<file path="src/source/pu_regs_pkg.sv">
`default_nettype none

package pu_regs_pkg;

    localparam int APB_ADDR_WIDTH = 8;
    localparam int APB_DATA_WIDTH = 32;

    localparam logic [APB_ADDR_WIDTH-1:0] CTRL_ADDR        = 8'h00;
    localparam logic [APB_ADDR_WIDTH-1:0] KWIDTH_ADDR      = 8'h04;
    localparam logic [APB_ADDR_WIDTH-1:0] IWIDTH_ADDR      = 8'h08;
    localparam logic [APB_ADDR_WIDTH-1:0] STATUS_ADDR      = 8'h0C; // read only
    localparam logic [APB_ADDR_WIDTH-1:0] WEIGHT_BASE_ADDR = 8'h20; // weight k at +4*k

    localparam int CTRL_START_BIT  = 0; // write 1 to start, reads 0
    localparam int CTRL_POOL_BIT   = 1;
    localparam int STATUS_BUSY_BIT = 0;
    localparam int STATUS_DONE_BIT = 1;

    localparam int IWIDTH_BITS = 12; // input row width field
    localparam int KWIDTH_BITS = 4;  // kernel width field

endpackage

`default_nettype wire

</file>
<file path="src/source/pu_apb_regs.sv">
`default_nettype none

module pu_apb_regs
    import pu_regs_pkg::*;
#(
    parameter int OP_WIDTH   = 16,
    parameter int MAX_KERNEL = 8
)
(
    input  wire                            clk,
    input  wire                            reset,
    input  wire [APB_ADDR_WIDTH-1:0]       paddr,
    input  wire                            psel,
    input  wire                            penable,
    input  wire                            pwrite,
    input  wire [APB_DATA_WIDTH-1:0]       pwdata,
    output logic [APB_DATA_WIDTH-1:0]      prdata,
    input  wire                            busy,
    input  wire                            done,
    output logic                           start_pulse,
    output logic                           pool_enable,
    output logic [KWIDTH_BITS-1:0]         kernel_width,
    output logic [IWIDTH_BITS-1:0]         input_width,
    output logic signed [OP_WIDTH-1:0]     weights [MAX_KERNEL]
);

    localparam int IDX_BITS = (MAX_KERNEL > 1) ? $clog2(MAX_KERNEL) : 1;

    logic                          wr_en;
    logic                          locked;
    logic                          run_ok;
    logic                          is_weight;
    logic [APB_ADDR_WIDTH-1:0]     woff;
    logic [APB_ADDR_WIDTH-3:0]     wword;
    logic [IDX_BITS-1:0]           widx;

    assign wr_en  = psel && penable && pwrite; // zero-wait access phase
    assign locked = busy || start_pulse;       // frozen from launch to done

    // a run needs a kernel and at least one full window
    assign run_ok = (kernel_width != '0) && (input_width >= IWIDTH_BITS'(kernel_width));

    assign woff      = paddr - WEIGHT_BASE_ADDR;
    assign wword     = woff[APB_ADDR_WIDTH-1:2];
    assign widx      = wword[IDX_BITS-1:0];
    assign is_weight = (paddr >= WEIGHT_BASE_ADDR) && (woff[1:0] == 2'b00)
                       && (int'(wword) < MAX_KERNEL);

    always_ff @(posedge clk)
    begin
        if (reset)
        begin
            start_pulse  <= 1'b0;
            pool_enable  <= 1'b0;
            kernel_width <= '0;
            input_width  <= '0;
            for (int k = 0; k < MAX_KERNEL; k++)
                weights[k] <= '0;
        end
        else
        begin
            start_pulse <= 1'b0;
            if (wr_en && !locked)
            begin
                if (paddr == CTRL_ADDR)
                begin
                    pool_enable <= pwdata[CTRL_POOL_BIT];
                    start_pulse <= pwdata[CTRL_START_BIT] && run_ok;
                end
                if ((paddr == KWIDTH_ADDR) && (pwdata >= 1) && (pwdata <= MAX_KERNEL))
                    kernel_width <= pwdata[KWIDTH_BITS-1:0];
                if ((paddr == IWIDTH_ADDR) && (pwdata >= APB_DATA_WIDTH'(kernel_width))
                    && (pwdata < 2**IWIDTH_BITS))
                    input_width <= pwdata[IWIDTH_BITS-1:0];
                if (is_weight)
                    weights[widx] <= pwdata[OP_WIDTH-1:0];
            end
        end
    end

    always_comb
    begin
        prdata = '0;
        if (is_weight)
            prdata = APB_DATA_WIDTH'(weights[widx]); // sign extended
        else
        begin
            case (paddr)
                CTRL_ADDR:   prdata[CTRL_POOL_BIT] = pool_enable; // start bit reads 0
                KWIDTH_ADDR: prdata[KWIDTH_BITS-1:0] = kernel_width;
                IWIDTH_ADDR: prdata[IWIDTH_BITS-1:0] = input_width;
                STATUS_ADDR:
                begin
                    prdata[STATUS_BUSY_BIT] = busy;
                    prdata[STATUS_DONE_BIT] = done;
                end
                default:     prdata = '0;
            endcase
        end
    end

endmodule

`default_nettype wire

</file>
<file path="config.mk">
export PLATFORM = sky130hd
export DESIGN_NAME = pu_apb_regs
export DESIGN_NICKNAME = d
export VERILOG_FILES = /design/src/source/pu_regs_pkg.sv /design/src/source/pu_apb_regs.sv
export SDC_FILE = /design/constraint.sdc
export NUM_CORES = 1
export LEC_CHECK = 0
export BUFFER_PORTS_ARGS = -buffer_cell sky130_fd_sc_hd__buf_2
export CAP_MARGIN = 10
export CORE_MARGIN = 2
export CORE_UTILIZATION = 53
export CTS_BUF_LIST = sky130_fd_sc_hd__clkbuf_4 sky130_fd_sc_hd__clkbuf_8
export DETAILED_ROUTE_END_ITERATION = 8
export GPL_ROUTABILITY_DRIVEN = 0
export PLACE_DENSITY = 0.88
export SLEW_MARGIN = 20
export SYNTH_ARGS = -nofsm -noshare
export SYNTH_HDL_FRONTEND = slang
export SYNTH_SLANG_ARGS = --single-unit
</file>
<file path="constraint.sdc">
create_clock -name clk -period 3.62 [get_ports clk]
set_clock_uncertainty 0.1 [all_clocks]
set_input_delay 0.362 -clock clk [delete_from_list [all_inputs] [get_ports clk]]
set_output_delay 0.362 -clock clk [all_outputs]
set_load 0.05 [all_outputs]
</file>
# [Yosys cells after proc, flatten, opt, wreduce, memory -nomap -nowiden]
# Cells that the tools add are included.
[classes] eq_ne=3 bitwise_logic=3 mux=11 n_reduce_logical=22 add_sub_neg=1 order_cmp=9
[op_table] op="128-bit bitwise mux" count=1
[op_table] op="16-bit binary-select mux with 3-bit select" count=1
[op_table] op="16-bit demux with 3-bit select" count=1
[op_table] op="16-bit two-way mux" count=3
[op_table] op="32-bit by 1-bit greater-or-equal comparator with 1-bit output, second input constant" count=1
[op_table] op="32-bit by 4-bit greater-or-equal comparator with 1-bit output" count=1
[op_table] op="32-bit by 4-bit <= comparator with 1-bit output, second input constant" count=1
[op_table] op="32-bit by 13-bit less-than comparator with 1-bit output, second input constant" count=1
[op_table] op="32-bit two-way mux" count=1
[op_table] op="8-bit by 4-bit equality test with 1-bit output, second input constant" count=2
[op_table] op="12-bit by 4-bit greater-or-equal comparator with 1-bit output" count=1
[op_table] op="1-bit logical AND" count=12
[op_table] op="8-bit by 3-bit equality test with 1-bit output, second input constant" count=1
[op_table] op="8-bit by 6-bit greater-or-equal comparator with 1-bit output, second input constant" count=1
[op_table] op="8-bit zero test" count=1
[op_table] op="8-bit two-way mux" count=1
[op_table] op="2-bit AND reduction" count=4
[op_table] op="8-bit by 6-bit subtractor with 8-bit output, second input constant" count=1
[op_table] op="6-bit by 4-bit less-than comparator with 1-bit output, second input constant" count=1
[op_table] op="4-bit greater-or-equal comparator, second input constant" count=1
[op_table] op="4-bit by 1-bit less-than comparator with 1-bit output, second input constant" count=1
[op_table] op="3-bit NOT with 4-bit output" count=1
[op_table] op="1-bit one-hot mux with 4 select lines" count=1
[op_table] op="2-bit one-hot mux with 2 select lines" count=1
[op_table] op="7 further kinds" count=8
[totals] ff_bits=146 output_inout_bits=178 in_bits=47 elab_cells=61

# [Depth between registers and ports, before layout]
[logic_depth] ltp_word=7 mapped_depth=9

# [Worst setup path before layout]
# No wires, ideal clock.
[synth_timing] path_kind="input -> output" startpoint="input port paddr[3]" endpoint="output port prdata[16]" n_path_buf=5 setup_slack_ns=0.069 required_ns=3.158 arrival_ns=3.089 path_stages=8 path_cell_list="buf_2 buf_4 buf_2 buf_2 mux4_2 mux2i_1 nor2_1 buf_4"
[synth_between] elab_chain_cells=6 elab_cells_between_ends=10 cone_classes="add/sub: 1; order compare: 2; mux: 4; bitwise: 1; reduce/logical: 2"
[synth_rtl] element="from (decl)" line="pu_apb_regs.sv:12" source="input wire [APB_ADDR_WIDTH-1:0] paddr,"
[synth_rtl] element="8-bit by 6-bit subtractor with 8-bit output" line="pu_apb_regs.sv:43" source="assign woff = paddr - WEIGHT_BASE_ADDR;"
[synth_rtl] element="3-bit NOT with 4-bit output (not written as such)" line="pu_apb_regs.sv:85" source="prdata = APB_DATA_WIDTH'(weights[widx]);"
[synth_rtl] element="16-bit binary-select mux with 3-bit select" line="pu_apb_regs.sv:85"
[synth_rtl] element="16-bit two-way mux (not written as such) (2 in series)" line="pu_apb_regs.sv:85"
[synth_rtl] element="32-bit two-way mux *" line="pu_apb_regs.sv:84" source="if (is_weight)"
[synth_rtl] element="to (decl)" line="pu_apb_regs.sv:17" source="output logic [APB_DATA_WIDTH-1:0] prdata,"
# Every way passes the cells marked *; elsewhere a longest branch is shown, timed or not. The select of a mux whose other input is x is not followed.

# [Final worst setup path]
[layout_timing] startpoint="input port paddr[5]" endpoint="output port prdata[24]"
[layout_between] elab_chain_cells=4 elab_cells_between_ends=6 cone_classes="add/sub: 1; order compare: 2; mux: 1; reduce/logical: 2"
[layout_rtl] element="8-bit by 6-bit subtractor with 8-bit output / 8-bit by 6-bit greater-or-equal comparator with 1-bit output (equally long branches)" line="pu_apb_regs.sv:43, pu_apb_regs.sv:46"
[layout_rtl] element="6-bit by 4-bit less-than comparator with 1-bit output / 1-bit logical AND (equally long branches)" line="pu_apb_regs.sv:47, pu_apb_regs.sv:46"
[layout_rtl] element="1-bit logical AND *" line="pu_apb_regs.sv:47" source="&& (int'(wword) < MAX_KERNEL);"
[layout_rtl] element="32-bit two-way mux *" line="pu_apb_regs.sv:84"
# Every way passes the cells marked *; elsewhere a longest branch is shown, timed or not.

==> flow_metrics.tcl <==
set metrics [dict create \
    status "finished clean" \
    finish.net_count 922 \
    cp_data_required_time_ns 3.16 \
    cts_hold_buf 0 \
    drtIter0Drc 478 \
    cp_data_arrival_time_ns 2.45 \
    via_count 6156 \
    relSlewSlack 0.321 \
    core_sq_um 13100 \
    setup-violations-final 0 \
    die_h_um 119 \
    die_w_um 119 \
    routed_wl_um 21300 \
    post-route-drc-count 0 \
    fin_crit_ns 2.91 \
    grt_usage 0.299 \
    p_total_mw 3.19 \
    first_pass_iters 7 \
    drive_gt1_frac 0.364 \
    power_density_nw_per_um2 372 \
    grt_max_degree 67 \
    worst_slack_ns 0.712 \
    post_drt_wl_per_cell_um 20.1 \
    place_ws_ns 0.692 \
    cp_max_fo 17 \
    port_buffers 224 \
    area_growth_pct 21.4 \
    critPathKind "input port to output port" \
    grt_overflow_total 0 \
    rows 42 \
    synth_ff_type "dfxtp_1" \
    synth_area_sq_um 7070 \
    irDropWorstVdd_mv 0.380 \
    ant_nets 0 \
    cpMostUsedCell "buf_2" \
    syn_nets 742 \
    worst_slew_pin_slew_ns 1.01 \
    htreeDepth 4 \
    synth_top_area_cell "dfxtp_1" \
    ys_ff_latch 146 \
    cts.repair.resized 0 \
    die_area_sq_um 14300 \
    synth_cell_types 39 \
    p_leak_nw 4.01 \
    yosysSeqAreaShare 0.414 \
    avgSynthCellArea_sq_um 10.3 \
    crit_path_top_delay_cell "nor2_1" \
    synth_edf_count 0 \
    synth_warnings 0 \
    ios 225 \
    crit_chain "buf_2 -> inv_1 -> ha_1 -> xnor2_2 -> nand4_4 -> nor2_1 -> buf_2" \
    drv_cap 0 \
    vias_per_cell 5.84 \
    insertion_delay_ns 0.45 \
    grt_antenna_before_repair 0 \
    setup-tns-final_ns 0 \
    yosysTopAreaCellShare 0.414 \
    timing.hold.ws_ns 0.187 \
    max_stage_delay_ns 0.74 \
    holdCritPathClass "input port to flop" \
    tritoncts "built" \
    hpwl_um 14800 \
    rsz0062_at_grt "false" \
    hold_viol 0 \
    cts_inserted_buffers 17 \
    async_reset_ff_frac 0 \
    grt_pass1_wl_um 32800 \
    cts.clk_slew.worst_paths_ns 0.08 \
    synth_common_cells "dfxtp_1, mux2i_1, nor2_1, mux4_2, clkbuf_1" \
    syn_inst 686 \
    post_cts_buffers 0 \
    ys_top_cells_by_area "dfxtp_1, mux2i_1, mux4_2" \
    clockBufferDepth 2 \
    antenna_cells 0 \
    start_util 0.538 \
    fmax_mhz 344 \
    period_share 0.803 \
    cp-end-kind "output port" \
    final_max_slew_viol_count 0 \
    clockRootBuffer "clkbuf_8" \
    critPathLaunchType "input port" \
    cts.sinks 146 \
    grt_pass1_vias 5934 \
]
[per-layer routing]
metal / global-route usage / wire (um) / share of wire / vias up
met5: 0 / 0 / 0 / -
met4: 0.110 / 521 / 0.025 / 0
met3: 0.0709 / 1680 / 0.079 / 35
met2: 0.518 / 10800 / 0.51 / 335
met1: 0.360 / 8260 / 0.39 / 3011
li1: - / - / - / 2775
[critical path: cells and delay by family]
| family | cells | cell delay, ns |
|---|---|---|
| xor gates and xnor gates | 1 | 0.22 |
| adders and majority gates | 1 | 0.22 |
| and+or+nand+nor | 2 | 1.06 |
| buffers and inverters | 3 | 0.58 |
[through the flow]
stage / cells / util / area (sq um)
global route: 1055 / 0.653 / 8580
global placement: 1023 / 0.619 / 8130
CTS: 1055 / 0.653 / 8580
floorplan: 686 / - / 7070
finish: 1055 / 0.653 / 8580
detailed placement: 1023 / 0.619 / 8130
[path summary, 6_finish.rpt]
path | from | end | slack [ns] | cells past startpoint
setup / recovery | paddr[5] | prdata[24] | 0.71 | 7
hold / removal | pwdata[9] | input_width[9] | 0.19 | 3
setup reg to reg | start_pulse | weights[21] | 1.44 | 7
hold reg to reg | input_width[6] | input_width[6] | 0.41 | 2
[layout by cell type (no fill, tap or decap), drive strengths merged, types with 4 or more instances in the layout]
cell / n
buf: 243
o31ai: 12
nor4: 15
a21oi: 18
nand3: 7
nand2: 13
clkbuf: 22
nor2: 137
nor3: 5
ha: 9
inv: 10
mux4: 33
mux2i: 146
nand2b: 4
nand4: 14
or4: 6
dfxtp: 146
o21ai: 14
[state kept, by name, indices dropped and copies added (netlist names)]
name	count
kernel_width	4
weights	128
pool_enable	1
input_width	12
start_pulse	1
[power by group]
group	total [mW]	switching (mW)	internal (mW)
clock	1.41	0.637	0.770
sequential	1.60	0.000263	1.60
combinational	0.178	0.122	0.0563
total	3.19	0.758	2.43
[cell families (layout without fill, tap and decap cells)]
family | after synthesis | count (layout) | share of synthesized area
AOI/OAI and AO/OA | 54 | 54 | 0.0460
xor gates and xnor gates | 2 | 2 | 0.00354
adders and majority gates | 9 | 9 | 0.0159
buffers and inverters | 90 | 283 | 0.0662
DFF | 146 | 146 | 0.414
muxes | 179 | 179 | 0.312
and+or+nand+nor | 206 | 206 | 0.143
[cell type report]
| type | count | area, sq um |
|---|---|---|
| Fill cell | 1085 | 4560 |
| Multi-Input combinational cell | 450 | 3680 |
| Sequential cell | 146 | 2920 |
| Timing Repair Buffer | 243 | 1280 |
| Clock buffer | 22 | 297 |
| Tap cell | 176 | 220 |
| Clock inverter | 10 | 148 |
| Inverter | 8 | 30.0 |
No activity file was read; power rests on OpenSTA's default activity.
