$ cat config.mk
export PLATFORM = sky130hd
export DESIGN_NAME = pu_max_pool
export DESIGN_NICKNAME = d
export VERILOG_FILES = /design/src/source/pu_max_pool.sv
export SDC_FILE = /design/constraint.sdc
export NUM_CORES = 1
export LEC_CHECK = 0
export CAP_MARGIN = 10
export CORE_ASPECT_RATIO = 1.25
export CORE_MARGIN = 5
export CORE_UTILIZATION = 34
export DETAILED_ROUTE_END_ITERATION = 12
export DONT_BUFFER_PORTS = 1
export MAX_ROUTING_LAYER = met4
export PLACE_DENSITY = 0.5
export SETUP_SLACK_MARGIN = 0.4
export SLEW_MARGIN = 20
export SYNTH_ARGS = -nofsm -noshare
export SYNTH_HDL_FRONTEND = slang
export SYNTH_SLANG_ARGS = --single-unit
$ cat constraint.sdc
create_clock -name clk -period 3.57 [get_ports clk]
set_input_delay 0 -clock clk [delete_from_list [all_inputs] [get_ports clk]]
set_output_delay 0 -clock clk [all_outputs]
set_load 0.02 [all_outputs]
$ cat src/source/pu_max_pool.sv
`default_nettype none

module pu_max_pool #(
    parameter int OP_WIDTH = 16
)
(
    input  wire                            clk,
    input  wire                            reset,
    input  wire                            pool_enable,
    input  wire                            conv_valid,
    input  wire signed [OP_WIDTH-1:0]      conv_data,
    input  wire                            conv_last,
    output logic                           wr_req,
    output logic signed [OP_WIDTH-1:0]     wr_data,
    output logic                           result_last
);

    logic                          have_held; // even result waiting for its partner
    logic signed [OP_WIDTH-1:0]    held_data;
    logic signed [OP_WIDTH-1:0]    pair_max;
    logic                          emit;

    assign pair_max = (conv_data > held_data) ? conv_data : held_data;

    // unpaired final result goes out alone
    assign emit = !pool_enable || have_held || conv_last;

    always_ff @(posedge clk)
    begin
        if (reset)
        begin
            wr_req      <= 1'b0;
            result_last <= 1'b0;
            have_held   <= 1'b0;
        end
        else
        begin
            wr_req      <= conv_valid && emit;
            result_last <= conv_valid && emit && conv_last;
            if (conv_valid)
                have_held <= !emit;
        end
    end

    always_ff @(posedge clk)
    begin
        if (conv_valid && !emit)
            held_data <= conv_data;
        if (conv_valid && emit)
            wr_data <= (pool_enable && have_held) ? pair_max : conv_data;
    end

endmodule

`default_nettype wire

## After elaboration in Yosys (flattened, before gate mapping)

Cells that the tools add are included.

- Register bits after elaboration: 35
- Bits in latches: 0
- RAM bits: 0
- Memory bits (read-only): 0
- Word-level logic and storage cells: 16
- Memories kept: 0

- Add/sub/neg operators: 0
- Multipliers: 0
- Divide/modulo/power cells: 0
- Order comparisons: 1
- Equality and inequality tests: 0
- Shift operators: 0
- Mux-type cells: 2
- Bitwise gates (word level): 0
- Reductions and logical operators: 8

Operators with widths:

| kind | number |
|---|---|
| 2-to-1 mux 16 bit | 2 |
| > comparator 16 bit | 1 |
| logical AND 1 bit | 4 |
| zero test 1 bit | 2 |
| logical OR 1 bit | 2 |

## Logic depth before layout (Yosys ltp)

Gate-level depths: netlist of run 1.

- Word-level depth: 5
- Mapped depth: 8

## Worst setup path before layout of run 1

OpenSTA, ideal clock, no wires.

- Kind: register to register
- From: reg held_data[11]
- To: reg wr_data[10], data pin
- Library setup time: 0.260 ns
- Arrival: 2.144 ns
- Required time: 3.310 ns
- Setup slack: 1.166 ns
- Stages on the path, launching flop included: 9
- Buffers on the path: 1
- Cell sequence: edfxtp_1 -> inv_1 -> ha_1 -> a21oi_1 -> o21bai_1 -> or4_4 -> o211ai_4 -> buf_12 -> mux2_4

- Longest elaborated chain between the ends: 3

RTL lines:

| element | RTL line | source |
|---|---|---|
| start: declaration | 19 | `logic signed [OP_WIDTH-1:0] held_data;` |
| start signal: assignment | 48 | `held_data <= conv_data;` |
| > comparator 16 bit | 23 | `assign pair_max = (conv_data > held_data) ? conv_data : held_data;` |
| 2-to-1 mux 16 bit | 23 |  |
| 2-to-1 mux 16 bit | 50 | `wr_data <= (pool_enable && have_held) ? pair_max : conv_data;` |
| end signal: assignment | 50 |  |
| end: declaration | 14 | `output logic signed [OP_WIDTH-1:0] wr_data,` |

Every way passes these cells.
A chain may end at the register's enable or synchronous reset.

## Worst setup path after layout of run 1

- From: reg held_data[11]
- To: reg wr_data[3], data pin

Same word-level chain as after synthesis.

==> results.cfg, run 1 <==
[route]
finalWirelength_um = 3397
vias = 1020
post_drt_via_cell_ratio = 4.766
detailedRoute.firstIterationViolations = 12
drt_pre_antenna_iters = 3
antenna_violating_nets_post_route = 0
route.detailed.drc = 0
avgRoutedWirePerCell_um = 15.87

[synthesis]
synth.ff_latch_count = 35
mappedNetlistArea_mm2 = 0.001752
netlist-cell-type-count = 24
synthesis.yosys.warnings = 0
post_synth.cell_area_avg_um2 = 14.24
syn_inst = 123
synth-seq-area-share_pct = 58.29
synth.net_count = 160

[placed_design]
place_worst_setup_slack_ns = 0.7676
portBuffers = 0
detailed_place_hpwl_um = 2258
globalplace.congestion = 0.8228
place_area_mm2 = 0.001817

[die]
start_util_pct = 34.73
ios = 39
coreArea_mm2 = 0.005044
num_rows = 29
floorplan.die.width_um = 74.20
die_y_um = 90.25
fp.dieArea_mm2 = 0.006697

[final_layout]
num_antenna_cells = 0
area_delta_synth_final_pct = 20.50
finish.instance_area_mm2 = 0.002111
final_net_count = 188
drive_above_1_share_pct = 18.42
layout.filler_cells = 474

[grt]
grt-ovfl-total = 0
antenna_violations_before_repair = 0
grt_first_pass_wirelength_um = 5368
number_of_global_route_vias_before_repair = 1105
grt_max_degree = 18
grtUsageTotal_pct = 10.94

[clocking]
cts_buf_count = 5
cts.path.max_buffers = 2
clock_sinks = 35
worstSkewPairLatency_ns = 0.29
clock_tree.root_cell = sky130_fd_sc_hd__clkbuf_8
clk_pin_slew_ns = 0.08
h-tree-depth = 2
cts-resized-gates = 0
tritoncts_clock_tree = done
post_cts.repair.setup_buffers = 0

[critical_path]
crit_required_ns = 3.60
setup.worst_path.start_class = flop
crit_fanout = 16
end_kind = flop
critPathKind = reg -> reg
crit_arrival_ns = 2.80

[power]
comb_power_share_pct = 9.1
sw_frac_of_total_pct = 23.83
p_seq_share_pct = 58.1
vdd_drop_max_mv = 0.2307
cellPowerDensity_mw_per_mm2 = 401.1
switching_power_w = 0.0002018
p_leak_nw = 0.8426
internal-power_w = 0.0006448
clkPwrFrac_pct = 32.8

[timing]
timing_hold_violations_final = 0
maxSlewHeadroom_pct = 45.75
tightestPinTransition_ns = 0.8138
rsz0062_at_grt = no
final_slew_violations = 0
timing.final.crit_share_pct = 77.56
setup_tns_ns = 0
achievable-frequency_mhz = 361.1
setup_viol_count_final = 0
final_period_minus_worst_setup_slack_ns = 2.769
fin_worst_skew_ns = 0.007495
final_critical_path_setup_slack_ns = 0.8011
worst_hold_slack_ns = 0.04515

[flow_run]
max-cap-violations = 0

[hold_path]
hold_path_class = in -> reg

[run_status]
outcome = finished clean
[cells in the final DEF, fill, tap and decap left out, types with 4 or more instances in the layout]
| cell | count |
|---|---|
| sky130_fd_sc_hd__dlygate4sd3_1 | 21 |
| sky130_fd_sc_hd__nand2_1 | 6 |
| sky130_fd_sc_hd__edfxtp_1 | 32 |
| sky130_fd_sc_hd__mux2_4 | 10 |
| sky130_fd_sc_hd__clkbuf_8 | 5 |
| sky130_fd_sc_hd__ha_1 | 16 |
| sky130_fd_sc_hd__inv_1 | 20 |
| sky130_fd_sc_hd__a21oi_1 | 7 |
| sky130_fd_sc_hd__nor3_1 | 4 |
| sky130_fd_sc_hd__mux2_2 | 6 |
[through the flow]
stage | cells | utilization, % | power (W)
6_report | 214 | 41.85 | 0.0008466
5_1_grt | 214 | 41.85 | 0.0008850
4_1_cts | 214 | 41.85 | 0.0008596
3_5_place_dp | 185 | 36.02 | 0.0005584
3_3_place_gp | 185 | 36.02 | 0.0005563
2_1_floorplan | 123 | - | 0.0005437
[power by group through the flow]
stage | clock network [W] | registers, W | logic [W]
floorplan | 0 | 0.000498 | 0.0000457
global placement | 0 | 0.000501 | 0.0000556
detailed placement | 0 | 0.000501 | 0.0000570
CTS | 0.000289 | 0.000492 | 0.0000786
global route | 0.000304 | 0.000493 | 0.0000877
finish | 0.000278 | 0.000491 | 0.0000773
[timing repair]
action	in CTS	in global routing
hold buffers	21	0
hold endpoints to repair	35	0
setup endpoints to repair	0	0
[kinds of logic after synthesis]
| logic type | Yosys count | share of synthesized area [%] |
|---|---|---|
| flip-flops | 35 | 58.29 |
| adder cells (fa/ha/maj) | 16 | 11.43 |
| buffers and inverters | 21 | 5.429 |
| AO/OA/AOI/OAI | 14 | 5.715 |
| multiplexers | 16 | 12.43 |
| AND/OR/NAND/NOR | 21 | 6.714 |
[worst max-delay path, stage by stage, from the launching register on]
cell and delay, ns:
sky130_fd_sc_hd__edfxtp_1 0.40, sky130_fd_sc_hd__inv_1 0.07, sky130_fd_sc_hd__ha_1 0.23, sky130_fd_sc_hd__a21oi_1 0.16, sky130_fd_sc_hd__o21bai_1 0.09, sky130_fd_sc_hd__or4_4 0.55
sky130_fd_sc_hd__o211ai_4 0.61, sky130_fd_sc_hd__mux2_2 0.41
[registers in the layout, summed over array words and instances, names as in the netlist]
signal and cells:
wr_req 1, held_data 16, have_held 1, wr_data 16
result_last 1
[cells in the mapped netlist]
master,count,area [µm²]
sky130_fd_sc_hd__o221ai_1,1,8.760
sky130_fd_sc_hd__o21a_1,1,7.510
sky130_fd_sc_hd__o211ai_4,1,21.27
sky130_fd_sc_hd__nand2b_1,1,6.260
sky130_fd_sc_hd__nand2_1,6,22.52
sky130_fd_sc_hd__o21ai_0,1,5.000
sky130_fd_sc_hd__a21oi_1,7,35.03
sky130_fd_sc_hd__nor2_1,3,11.26
sky130_fd_sc_hd__a211oi_1,1,7.510
sky130_fd_sc_hd__and2_1,1,6.260
sky130_fd_sc_hd__nand4_1,2,12.51
sky130_fd_sc_hd__buf_12,1,20.02
sky130_fd_sc_hd__ha_1,16,200.2
sky130_fd_sc_hd__nor3b_1,2,15.01
sky130_fd_sc_hd__inv_1,20,75.07
sky130_fd_sc_hd__o211ai_1,1,7.510
sky130_fd_sc_hd__o21bai_1,1,7.510
sky130_fd_sc_hd__edfxtp_1,32,960.9
sky130_fd_sc_hd__nand4_2,1,12.51
sky130_fd_sc_hd__mux2_4,10,150.1
sky130_fd_sc_hd__mux2_2,6,67.56
sky130_fd_sc_hd__dfxtp_1,3,60.06
sky130_fd_sc_hd__nor3_1,4,20.02
sky130_fd_sc_hd__or4_4,1,11.26
[layer usage]
layer  share of wire [%]  global-route usage, %  vias up
li1                    -                      -      506
met1                  43                  12.68      482
met2                  49                  17.23       27
met3                 6.5                  3.786        5
met4                 1.7                  4.079        0
met5                   0                      -        -
[final timing paths]
kind            startpoint          end  slack (ns)  depth (start not counted)
max          held_data[11]   wr_data[3]        0.80                          7
min            pool_enable       wr_req        0.05                          2
max reg2reg  held_data[11]   wr_data[3]        0.80                          7
min reg2reg  held_data[15]  wr_data[15]        0.58                          1
[cell type report]
| cell class | count | area (µm²) | share of cell area (%) |
|---|---|---|---|
| clock buffers | 5 | 68.82 | 3.260 |
| multi-input cells | 67 | 635.6 | 30.11 |
| inverters | 20 | 75.07 | 3.557 |
| repair buffers | 22 | 217.7 | 10.31 |
| clock inverters | 3 | 15.01 | 0.7113 |
| well taps | 62 | 77.57 | 3.675 |
| flip-flops and latches | 35 | 1021 | 48.37 |
Note: power is estimated with default switching activity, not from simulation.
==> run 2: changes to the inputs <==
Settings changed: PLACE_DENSITY 0.5 to 0.52.
Clock period 3.57 ns to 2.5 ns, I/O delays scaled along.
==> results.cfg, run 2 (synthesized netlist as in run 1, its figures left out) <==
[run_status]
outcome = finished clean

[timing]
rsz0062_at_grt = yes
fin_worst_skew_ns = 0.005997
maxSlewHeadroom_pct = 77.40
setup_tns_ns = 0
tightestPinTransition_ns = 0.3355
timing.final.crit_share_pct = 96.90
timing_hold_violations_final = 0
final_period_minus_worst_setup_slack_ns = 2.422
setup_viol_count_final = 0
achievable-frequency_mhz = 412.8
final_slew_violations = 0

[die]
ios = 39
die_y_um = 90.25
floorplan.die.width_um = 74.20
start_util_pct = 34.73
fp.dieArea_mm2 = 0.006697
coreArea_mm2 = 0.005044
num_rows = 29

[route]
finalWirelength_um = 3514
post_drt_via_cell_ratio = 4.824
avgRoutedWirePerCell_um = 15.83
vias = 1071
drt_pre_antenna_iters = 4
route.detailed.drc = 0
antenna_violating_nets_post_route = 0
detailedRoute.firstIterationViolations = 55

[final_layout]
final_net_count = 196
finish.instance_area_mm2 = 0.002350
num_antenna_cells = 0
area_delta_synth_final_pct = 34.14
reg_top3 = held_data (16), wr_data (16)
commonest_cells_after_routing_fill_and_taps_aside = 32 x sky130_fd_sc_hd__edfxtp_1, 21 x sky130_fd_sc_hd__dlygate4sd3_1, 15 x sky130_fd_sc_hd__mux2_4, 14 x sky130_fd_sc_hd__inv_1, 10 x sky130_fd_sc_hd__ha_1
most_common_library_cell_in_the_layout_ignoring_fill_and_taps = sky130_fd_sc_hd__edfxtp_1
drive_above_1_share_pct = 31.25

[critical_path]
timing.critical_path.cells = inv_2, ha_4, a21oi_4, nor3_2, or4_4, o211ai_4, buf_6, buf_16, mux2_4
setup.worst_path.start_class = flop
slowest_stage = sky130_fd_sc_hd__or4_4
crit_fanout = 5
critPathKind = reg -> reg
crit_required_ns = 2.54
worst_path_largest_cell_delay_ns = 0.52
crit_arrival_ns = 2.46
cp_num_buf_inv = 3
critical-path-top-delay-family = simple AND/OR/NAND/NOR gates
end_kind = flop

[grt]
grt-ovfl-total = 0
grt_max_degree = 18
antenna_violations_before_repair = 0
number_of_global_route_vias_before_repair = 1188
grt_first_pass_wirelength_um = 5692
grtUsageTotal_pct = 11.71

[power]
cellPowerDensity_mw_per_mm2 = 547.5
power_w = 0.001287
p_leak_nw = 0.9081
vdd_drop_max_mv = 0.3550

[clocking]
clk_pin_slew_ns = 0.07
h-tree-depth = 2
cts_buf_count = 5
clock_sinks = 35
tritoncts_clock_tree = done
worstSkewPairLatency_ns = 0.28
cts.path.max_buffers = 2
clock_tree.root_cell = sky130_fd_sc_hd__clkbuf_8

[placed_design]
portBuffers = 0
globalplace.congestion = 0.7412
place_area_mm2 = 0.001864
detailed_place_hpwl_um = 2293

[hold_path]
hold_path_class = in -> reg

[flow_run]
max-cap-violations = 0
[run 2: area by class of cell]
cell class | count | area (µm²)
multi-input combinational | 67 | 758.2
inverter | 20 | 75.07
timing repair buffer | 30 | 317.8
fill | 436 | 2694
clock buffer | 8 | 100.1
tap | 62 | 77.57
sequential | 35 | 1021
[run 2: power breakdown]
part | switching (W) | internal [W] | leakage, nW | total, W
logic | 0.0000570 | 0.0000784 | 0.532 | 0.000135
registers | 0.0000319 | 0.000670 | 0.325 | 0.000702
clock network | 0.000197 | 0.000251 | 0.0515 | 0.000449
[run 2: metrics by stage]
stage	setup slack [ns]	util, %	cells	hold WS (ns)
after detailed placement	0.04988	36.96	188	0.07647
after CTS	0.05727	45.94	221	0.2396
final	0.07761	46.59	222	0.2430
after floorplan	0.1298	-	123	0.07238
after global routing	-0.01039	46.59	222	0.2370
after global placement	0.07786	36.96	188	0.07301
[run 2: timing repair]
action,CTS,global route
setup endpoints to repair,16,16
pin swaps,2,0
gates cloned,1,0
gates resized for setup,17,7
hold buffers,21,0
hold endpoints to repair,35,0
setup buffers,3,1
[run 2: worst paths after layout]
path,cells past startpoint,to,startpoint,slack (ns)
worst max-delay path,9,wr_data[11],held_data[9],0.08
worst max register to register,9,wr_data[11],held_data[9],0.08
worst min register to register,1,wr_data[6],held_data[6],0.58
worst min-delay path,2,held_data[13],conv_valid,0.24
[run 2: metal layers]
metal / global-route usage (%) / part of all wire (%) / up-vias
li1: - / - / 518
met1: 13.12 / 40 / 519
met2: 18.34 / 51 / 28
met3: 5.122 / 7.3 / 6
met4: 4.079 / 1.4 / 0
met5: - / 0 / -
