**src/source/pu_regs_pkg.sv**
```systemverilog
`default_nettype none

package pu_regs_pkg;

    localparam int APB_ADDR_WIDTH = 8;
    localparam int APB_DATA_WIDTH = 32;

    localparam logic [APB_ADDR_WIDTH-1:0] CTRL_ADDR        = 8'h00;
    localparam logic [APB_ADDR_WIDTH-1:0] KWIDTH_ADDR      = 8'h04;
    localparam logic [APB_ADDR_WIDTH-1:0] IWIDTH_ADDR      = 8'h08;
    localparam logic [APB_ADDR_WIDTH-1:0] STATUS_ADDR      = 8'h0C; // read only
    localparam logic [APB_ADDR_WIDTH-1:0] WEIGHT_BASE_ADDR = 8'h20; // weight k at +4*k

    localparam int CTRL_START_BIT  = 0; // write 1 to start, reads 0
    localparam int CTRL_POOL_BIT   = 1;
    localparam int STATUS_BUSY_BIT = 0;
    localparam int STATUS_DONE_BIT = 1;

    localparam int IWIDTH_BITS = 12; // input row width field
    localparam int KWIDTH_BITS = 4;  // kernel width field

endpackage

`default_nettype wire

```
**src/source/pu_controller.sv**
```systemverilog
`default_nettype none

module pu_controller
    import pu_regs_pkg::*;
(
    input  wire                        clk,
    input  wire                        reset,
    input  wire                        start_pulse,
    input  wire [IWIDTH_BITS-1:0]      input_width,
    input  wire                        rd_ready,
    output logic                       rd_req,
    output logic                       sample_valid,
    output logic                       sample_last,
    input  wire                        result_last,
    output logic                       busy,
    output logic                       done
);

    typedef enum logic [1:0]
    {
        IDLE,
        FETCH,
        DRAIN
    } state_t;

    state_t                    state;
    logic [IWIDTH_BITS-1:0]    sample_cnt; // samples accepted this run

    assign busy         = (state != IDLE);
    assign rd_req       = (state == FETCH);
    assign sample_valid = rd_req && rd_ready;
    assign sample_last  = sample_valid && (sample_cnt == input_width - 1'b1);

    always_ff @(posedge clk)
    begin
        if (reset)
        begin
            state      <= IDLE;
            sample_cnt <= '0;
            done       <= 1'b0;
        end
        else
        begin
            case (state)
                IDLE:
                begin
                    if (start_pulse)
                    begin
                        state      <= FETCH;
                        sample_cnt <= '0;
                        done       <= 1'b0;
                    end
                end
                FETCH:
                begin
                    if (sample_valid)
                    begin
                        sample_cnt <= sample_cnt + 1'b1;
                        if (sample_last)
                            state <= DRAIN; // row fully read
                    end
                end
                DRAIN:
                begin
                    // results still in flight through mac and pool
                    if (result_last)
                    begin
                        state <= IDLE;
                        done  <= 1'b1;
                    end
                end
                default:
                begin
                    state <= IDLE;
                end
            endcase
        end
    end

endmodule

`default_nettype wire

```
**config.mk**
```make
export PLATFORM = sky130hd
export DESIGN_NAME = pu_controller
export DESIGN_NICKNAME = d
export VERILOG_FILES = /design/src/source/pu_regs_pkg.sv /design/src/source/pu_controller.sv
export SDC_FILE = /design/constraint.sdc
export NUM_CORES = 1
export LEC_CHECK = 0
export BUFFER_PORTS_ARGS = -buffer_cell sky130_fd_sc_hd__buf_2
export CAP_MARGIN = 20
export CORE_AREA = 2 2 47 49
export CTS_CLUSTER_DIAMETER = 60
export DETAILED_ROUTE_END_ITERATION = 8
export DIE_AREA = 0 0 49 51
export HOLD_SLACK_MARGIN = 0.08
export PLACE_DENSITY = 0.8
export SKIP_CTS_REPAIR_TIMING = 1
export SLEW_MARGIN = 20
export SYNTH_ARGS = -nofsm -noshare
export SYNTH_HDL_FRONTEND = slang
export SYNTH_SLANG_ARGS = --single-unit
```
**constraint.sdc**
```tcl
create_clock -name clk -period 6.1 [get_ports clk]
set_input_delay 1.22 -clock clk [delete_from_list [all_inputs] [get_ports clk]]
set_output_delay 1.22 -clock clk [all_outputs]
set_load 0.01 [all_outputs]
```
# After elaboration in Yosys (flattened, before gate mapping)
# Index checks and enable logic that the tools add are counted.
# word_totals
reg_bits	15
in_bits	17
out_inout_bits	5
word_cells	32
# op_classes
add_sub_neg	2
n_eq_ne	7
muxes	11
reduce_logical	9
# op_table
operator	count
$mux 12	2
$pmux 12 s2	1
$add 12x1->12 const B	1
$eq 12x12->1	1
$sub 12x1->12 const B	1
$mux 2	4
$pmux 2 s3	1
$reduce_and 3->1	2
$reduce_bool 2->1	3
$ne 2x1->1 const B	2
$ne 2x2->1 const B	2
$reduce_and 4->1	1
$eq 2x1->1 const B	1
$eq 2x2->1 const B	1
$logic_and 1x1->1	2
$logic_not 2->1	1
$mux 1	2
$pmux 1 s2	1

# Logic depth before layout (Yosys ltp)
# Gate-level depths: netlist of run 1.
# depth
ltp_word	6
depth_mapped	9
depth_no_buf	8

# Worst setup path before layout of run 1
# No wires, ideal clock.
# synth_path
kind	in2out
startpoint	in input_width[0]
endpoint	out sample_last
t_arrival_ns	2.960
t_required_ns	4.880
slack_ns	1.920
stages	8
path_buffers	1
cell_sequence	inv_1 > ha_1 > or4b_1 > buf_2 > or3_1 > a21o_1 > a22oi_2 > and4_1
# synth_between
elab_chain_cells	3
# synth_lines
item	line_no	source
start: declaration	pu_controller.sv:9	input wire [IWIDTH_BITS-1:0] input_width,
$sub 12x1->12	pu_controller.sv:32	assign sample_last = sample_valid && (sample_cnt == input_width - 1'b1);
$eq 12x12->1	pu_controller.sv:32	
$logic_and 1x1->1	pu_controller.sv:32	
end: declaration	pu_controller.sv:13	output logic sample_last,
# Every way passes these cells.

# Worst setup path after layout of run 1
# Same ends and word-level chain as after synthesis.

==> results.json, run 1 <==
{
  "hold_viol": 0,
  "grt_usage_pct": 20.5,
  "slew_violations": 0,
  "crit_chain": "buf_2 > inv_1 > ha_1 > or4b_1 > or3_1 > a21o_1 > a22oi_2 > and4_1 > buf_2",
  "overflow": 0,
  "slew_headroom_pct": 69.6,
  "cts_sinks": 15,
  "initial_core_util_pct": 52.8,
  "die_y_um": 51,
  "numCtsBuffers": 3,
  "setup-tns-final_ns": 0,
  "hold_slack_ns": 0.479,
  "max_cap_violations": 0,
  "crit_type": "input port to output port",
  "p_leak_nw": 0.499,
  "power_uw": 193,
  "syn_area_sq_um": 1090,
  "synth.avg_cell_area_sq_um": 7.90,
  "fin_nets": 177,
  "synthCells": 138,
  "crit_path_max_incr_delay_ns": 0.60,
  "ys_seq_area_share_pct": 27.6,
  "grt_use_met1_pct": 24.6,
  "wl_per_cell_um": 12.6,
  "synth_nets": 157,
  "busiest_layer": "met2",
  "synth_seq_cells": 15,
  "grt_pass1_wl_um": 3930,
  "htreeDepth": 1,
  "yosysUniqueCellTypes": 37,
  "rsz0062_at_grt": "no",
  "async_flop_share_pct": 0,
  "path_max_fanout": 7,
  "yosysWarningCount": 0,
  "floorplan.die_area_sq_um": 2500,
  "ir_drop_mv": 0.113,
  "cpMostUsedCell": "buf_2",
  "final_cell_mix": "21 x buf_2, 15 x dfxtp_1, 14 x nor2_1, 14 x xor2_1, 11 x xnor2_1",
  "core_area_sq_um": 2060,
  "min_path_type": "register to register",
  "portBuffers": 21,
  "drt-initial-drc-count": 38,
  "wl_um": 2320,
  "root_buffer": "clkbuf_4",
  "viasPerCell": 5.50,
  "met3_usage_pct": 2.92,
  "met2_usage_pct": 33.6,
  "dpl.hpwl_um": 1870,
  "cp.required_ns": 4.88,
  "syn_to_final_growth_pct": 13.1,
  "rows": 17,
  "fin_crit_ns": 4.55,
  "antenna_left": 0,
  "clockBufferDepth": 2,
  "cp.arrival_ns": 3.33,
  "p_per_area_nw_per_um2": 157,
  "synth_edf_count": 0,
  "die_w_um": 49,
  "first_pass_iters": 4,
  "cp_slowest_cell": "or4b_1",
  "ios": 22,
  "synthFlopType": "dfxtp_1",
  "fin_ws_ns": 1.55,
  "cp-start-kind": "input port",
  "clock_skew_ns": 0.0131,
  "antenna_found_initial": 0,
  "status": "finished clean",
  "antenna_cells": 0,
  "min_period_over_period_pct": 74.6,
  "setup_viol": 0,
  "end_kind": "output port",
  "path_clk_slew_ns": 0.10,
  "clock.fmax_ghz": 0.220,
  "grt_pass1_vias": 930,
  "dp_slack_ns": 1.57,
  "fill_cells": 194,
  "tightest_slew_ns": 0.455,
  "insertion_delay_ns": 0.30,
  "drc": 0,
  "drive_above_1_share_pct": 17.2,
  "final_common_cell": "buf_2",
  "tritoncts": "done",
  "routabilityCongestion": 0.899,
  "grt_max_degree": 12,
  "vias": 1018
}
-- cells in the mapped netlist, drive strengths merged (3+ instances only) --
| library cell | n | area, sq um |
|---|---|---|
| a21oi | 7 | 35.0 |
| and3 | 4 | 25.0 |
| clkbuf | 4 | 15.0 |
| dfxtp | 15 | 300 |
| inv | 9 | 33.8 |
| nand2 | 7 | 26.3 |
| nand2b | 4 | 25.0 |
| nand3 | 7 | 35.0 |
| nand4 | 3 | 18.8 |
| nor2 | 14 | 52.6 |
| nor2b | 3 | 18.8 |
| nor4 | 3 | 25.0 |
| o21ai | 3 | 15.0 |
| xnor2 | 11 | 96.3 |
| xor2 | 14 | 123 |
-- state kept, by name, summed over array words and instances (netlist names) --
signal	cells
state	2
done	1
sample_cnt	12
-- worst max-delay path, delay by kind of cell --
family          cells  cell delay [ns]
buf+inv             3             0.33
compound gates      2             0.38
simple gates        3             1.18
fa+ha+maj           1             0.23
-- per-stage QoR --
step / util (%) / std cells / cell area (sq um)
after floorplan: - / 138 / 1090
after global placement: 58.5 / 181 / 1210
after detailed placement: 58.5 / 181 / 1210
after CTS: 59.7 / 185 / 1230
after global routing: 59.7 / 185 / 1230
final: 59.7 / 185 / 1230
-- metal layers --
metal	vias to the layer above	part of all wire (%)
met3	7	4.2
li1	521	-
met1	463	46
met2	27	47
met5	-	0
met4	0	2.7
-- cell type report --
class	count	area [sq um]	area share, %
Clock buffer	4	26.3	2.13
Inverter	9	33.8	2.74
Multi-Input combinational cell	108	732	59.4
Timing Repair Buffer	21	105	8.53
Tap cell	28	35.0	2.84
Sequential cell	15	300	24.4
-- worst paths after layout --
check / from / depth (start not counted) / slack (ns) / endpoint
max: input_width[0] / 9 / 1.55 / sample_last
min: done$_SDFFE_PP0P_ / 2 / 0.48 / done$_SDFFE_PP0P_
max reg2reg: sample_cnt[4]$_SDFFE_PP0P_ / 5 / 4.27 / state[1]$_SDFFE_PP0P_
min reg2reg: done$_SDFFE_PP0P_ / 2 / 0.48 / done$_SDFFE_PP0P_
-- power by group --
part	switching, mW	leakage (nW)	internal [mW]
registers	0.00136	0.121	0.0988
clock network	0.0337	0.0150	0.0255
logic	0.0194	0.363	0.0143
-- cells by family (layout without fill, tap and decap cells) --
| family | count (synthesis) | count (layout) | share of synthesized area (%) |
|---|---|---|---|
| AO/OA/AOI/OAI | 23 | 23 | 15.5 |
| XOR/XNOR | 25 | 25 | 20.1 |
| buffers and inverters | 15 | 34 | 5.28 |
| AND/OR/NAND/NOR | 58 | 58 | 29.3 |
| adder cells (fa/ha/maj) | 2 | 2 | 2.30 |
| flip-flops | 15 | 15 | 27.6 |
No activity file was read; power rests on OpenSTA's default activity.
==> inputs of run 2 (changes only) <==
--- a/config.mk
+++ b/config.mk
@@ -7,12 +7,12 @@
 export LEC_CHECK = 0
 export BUFFER_PORTS_ARGS = -buffer_cell sky130_fd_sc_hd__buf_2
 export CAP_MARGIN = 20
-export CORE_AREA = 2 2 47 49
+export CORE_AREA = 2 2 49 51
 export CTS_CLUSTER_DIAMETER = 60
 export DETAILED_ROUTE_END_ITERATION = 8
-export DIE_AREA = 0 0 49 51
+export DIE_AREA = 0 0 51 53
 export HOLD_SLACK_MARGIN = 0.08
-export PLACE_DENSITY = 0.8
+export PLACE_DENSITY = 0.74
 export SKIP_CTS_REPAIR_TIMING = 1
 export SLEW_MARGIN = 20
 export SYNTH_ARGS = -nofsm -noshare
==> constraint.sdc (replaced) <==
create_clock -name clk -period 4.3 [get_ports clk]
set_input_delay 0.86 -clock clk [delete_from_list [all_inputs] [get_ports clk]]
set_output_delay 0.86 -clock clk [all_outputs]
set_load 0.01 [all_outputs]
==> results.json, run 2 (synthesis results as in run 1) <==
{
  "status": "finished clean",
  "fin_ws_ns": 0.495,
  "clock_power_share_pct": 29.5,
  "rsz0062_at_grt": "no",
  "cts_sinks": 15,
  "rows": 17,
  "fin_crit_ns": 3.80,
  "slew_headroom_pct": 71.2,
  "die_w_um": 51,
  "syn_to_final_growth_pct": 13.1,
  "power_switching_share_pct": 26.9,
  "clockBufferDepth": 2,
  "routabilityCongestion": 0.815,
  "critPathLaunch": "input_width[0]",
  "ios": 22,
  "timing.rr.end": "state[1]$_SDFFE_PP0P_",
  "hold_slack_ns": 0.471,
  "portBuffers": 21,
  "path_max_fanout": 7,
  "min_path_type": "register to register",
  "p_sw_uw": 72.2,
  "initial_core_util_pct": 50.7,
  "min_period_over_period_pct": 88.5,
  "wl_um": 2390,
  "cp-start-kind": "input port",
  "vias": 1022,
  "first_pass_iters": 6,
  "p_int_uw": 196,
  "power_uw": 269,
  "p_per_area_nw_per_um2": 218,
  "p_seq_share_pct": 52.9,
  "clock.fmax_ghz": 0.263,
  "antenna_cells": 0,
  "overflow": 0,
  "reg2regPathDepth": 5,
  "cp.required_ns": 3.44,
  "drc": 0,
  "final_cell_mix": "21 x buf_2, 15 x dfxtp_1, 14 x nor2_1, 14 x xor2_1, 11 x xnor2_1",
  "final_common_cell": "buf_2",
  "fin_nets": 177,
  "drive_above_1_share_pct": 17.2,
  "grt_pass1_vias": 980,
  "grt_pass1_wl_um": 4040,
  "instances_no_fill": 185,
  "grt_usage_pct": 20.3,
  "dp_slack_ns": 0.489,
  "share_comb_of_total_power_pct": 17.6,
  "dpl_cell_area_sq_um": 1210,
  "antenna_left": 0,
  "top_regs": "sample_cnt: 12 flops, state: 2 flops, done: 1 flops",
  "reg2reg_from": "sample_cnt[4]$_SDFFE_PP0P_",
  "crit_end": "sample_last",
  "clock_skew_ns": 0.00473,
  "end_kind": "output port",
  "slew_violations": 0,
  "htreeDepth": 1,
  "root_buffer": "clkbuf_4",
  "grt_max_degree": 12,
  "drt-initial-drc-count": 19,
  "setup_viol": 0,
  "setup-tns-final_ns": 0,
  "die_y_um": 53,
  "insertion_delay_ns": 0.28,
  "hold_viol": 0,
  "finalInstanceArea_sq_um": 1230,
  "core_area_sq_um": 2150,
  "dpl.hpwl_um": 1910,
  "largest_register": "sample_cnt",
  "antenna_found_initial": 0,
  "ir_drop_mv": 0.151,
  "cp.arrival_ns": 2.94,
  "tritoncts": "done",
  "tightest_slew_ns": 0.429,
  "max_cap_violations": 0,
  "viasPerCell": 5.52,
  "path_clk_slew_ns": 0.08,
  "floorplan.die_area_sq_um": 2700,
  "numCtsBuffers": 3,
  "reg2reg_slack_ns": 2.40,
  "p_leak_nw": 0.499,
  "crit_type": "input port to output port",
  "fill_cells": 212,
  "placed_cells": 181,
  "wl_per_cell_um": 12.9,
  "largest_reg_flops": 12,
  "fin_util_pct": 57.4
}
run 2: cell counts in the layout (fill, tap and decap cells not counted):
No cell type changed its count.
run 2: worst min-delay path by stage:
stage	from	to	slack, ns	cells after the start
floorplan	sample_cnt[1]$_SDFFE_PP0P_	sample_cnt[1]$_SDFFE_PP0P_	0.48	2
global placement	done$_SDFFE_PP0P_	done$_SDFFE_PP0P_	0.45	2
detailed placement	done$_SDFFE_PP0P_	done$_SDFFE_PP0P_	0.46	2
CTS	done$_SDFFE_PP0P_	done$_SDFFE_PP0P_	0.47	2
global route	done$_SDFFE_PP0P_	done$_SDFFE_PP0P_	0.49	2
finish	done$_SDFFE_PP0P_	done$_SDFFE_PP0P_	0.47	2
run 2: area by class of cell:
type | instances | area, sq um | share of cell area, %
timing repair buffer | 21 | 105 | 8.53
sequential | 15 | 300 | 24.4
tap | 28 | 35.0 | 2.84
inverter | 9 | 33.8 | 2.74
multi-input combinational | 108 | 732 | 59.4
clock buffer | 4 | 26.3 | 2.13
run 2: power groups by stage:
stage | Combinational (mW) | Clock (mW) | Sequential (mW)
after floorplan | 0.0281 | 0 | 0.145
after global placement | 0.0463 | 0 | 0.145
after detailed placement | 0.0474 | 0 | 0.145
after CTS | 0.0475 | 0.0830 | 0.142
after global routing | 0.0528 | 0.0892 | 0.142
final | 0.0473 | 0.0791 | 0.142
run 2: routing by layer:
metal  vias up  part of all wire [%]  wire (um)  GRT usage [%]
li1        524                     -          -              -
met3         5                   3.0         72           3.67
met5         -                     0          0              0
met2        15                    50       1200           35.5
met1       478                    45       1080           23.4
met4         0                   1.7         41           10.8
run 2: worst max-delay path, stage by stage:
cell	delay (ns)
buf_2	0.13
inv_1	0.06
ha_1	0.22
or4b_1	0.60
or3_1	0.35
a21o_1	0.19
a22oi_2	0.18
and4_1	0.22
buf_2	0.13
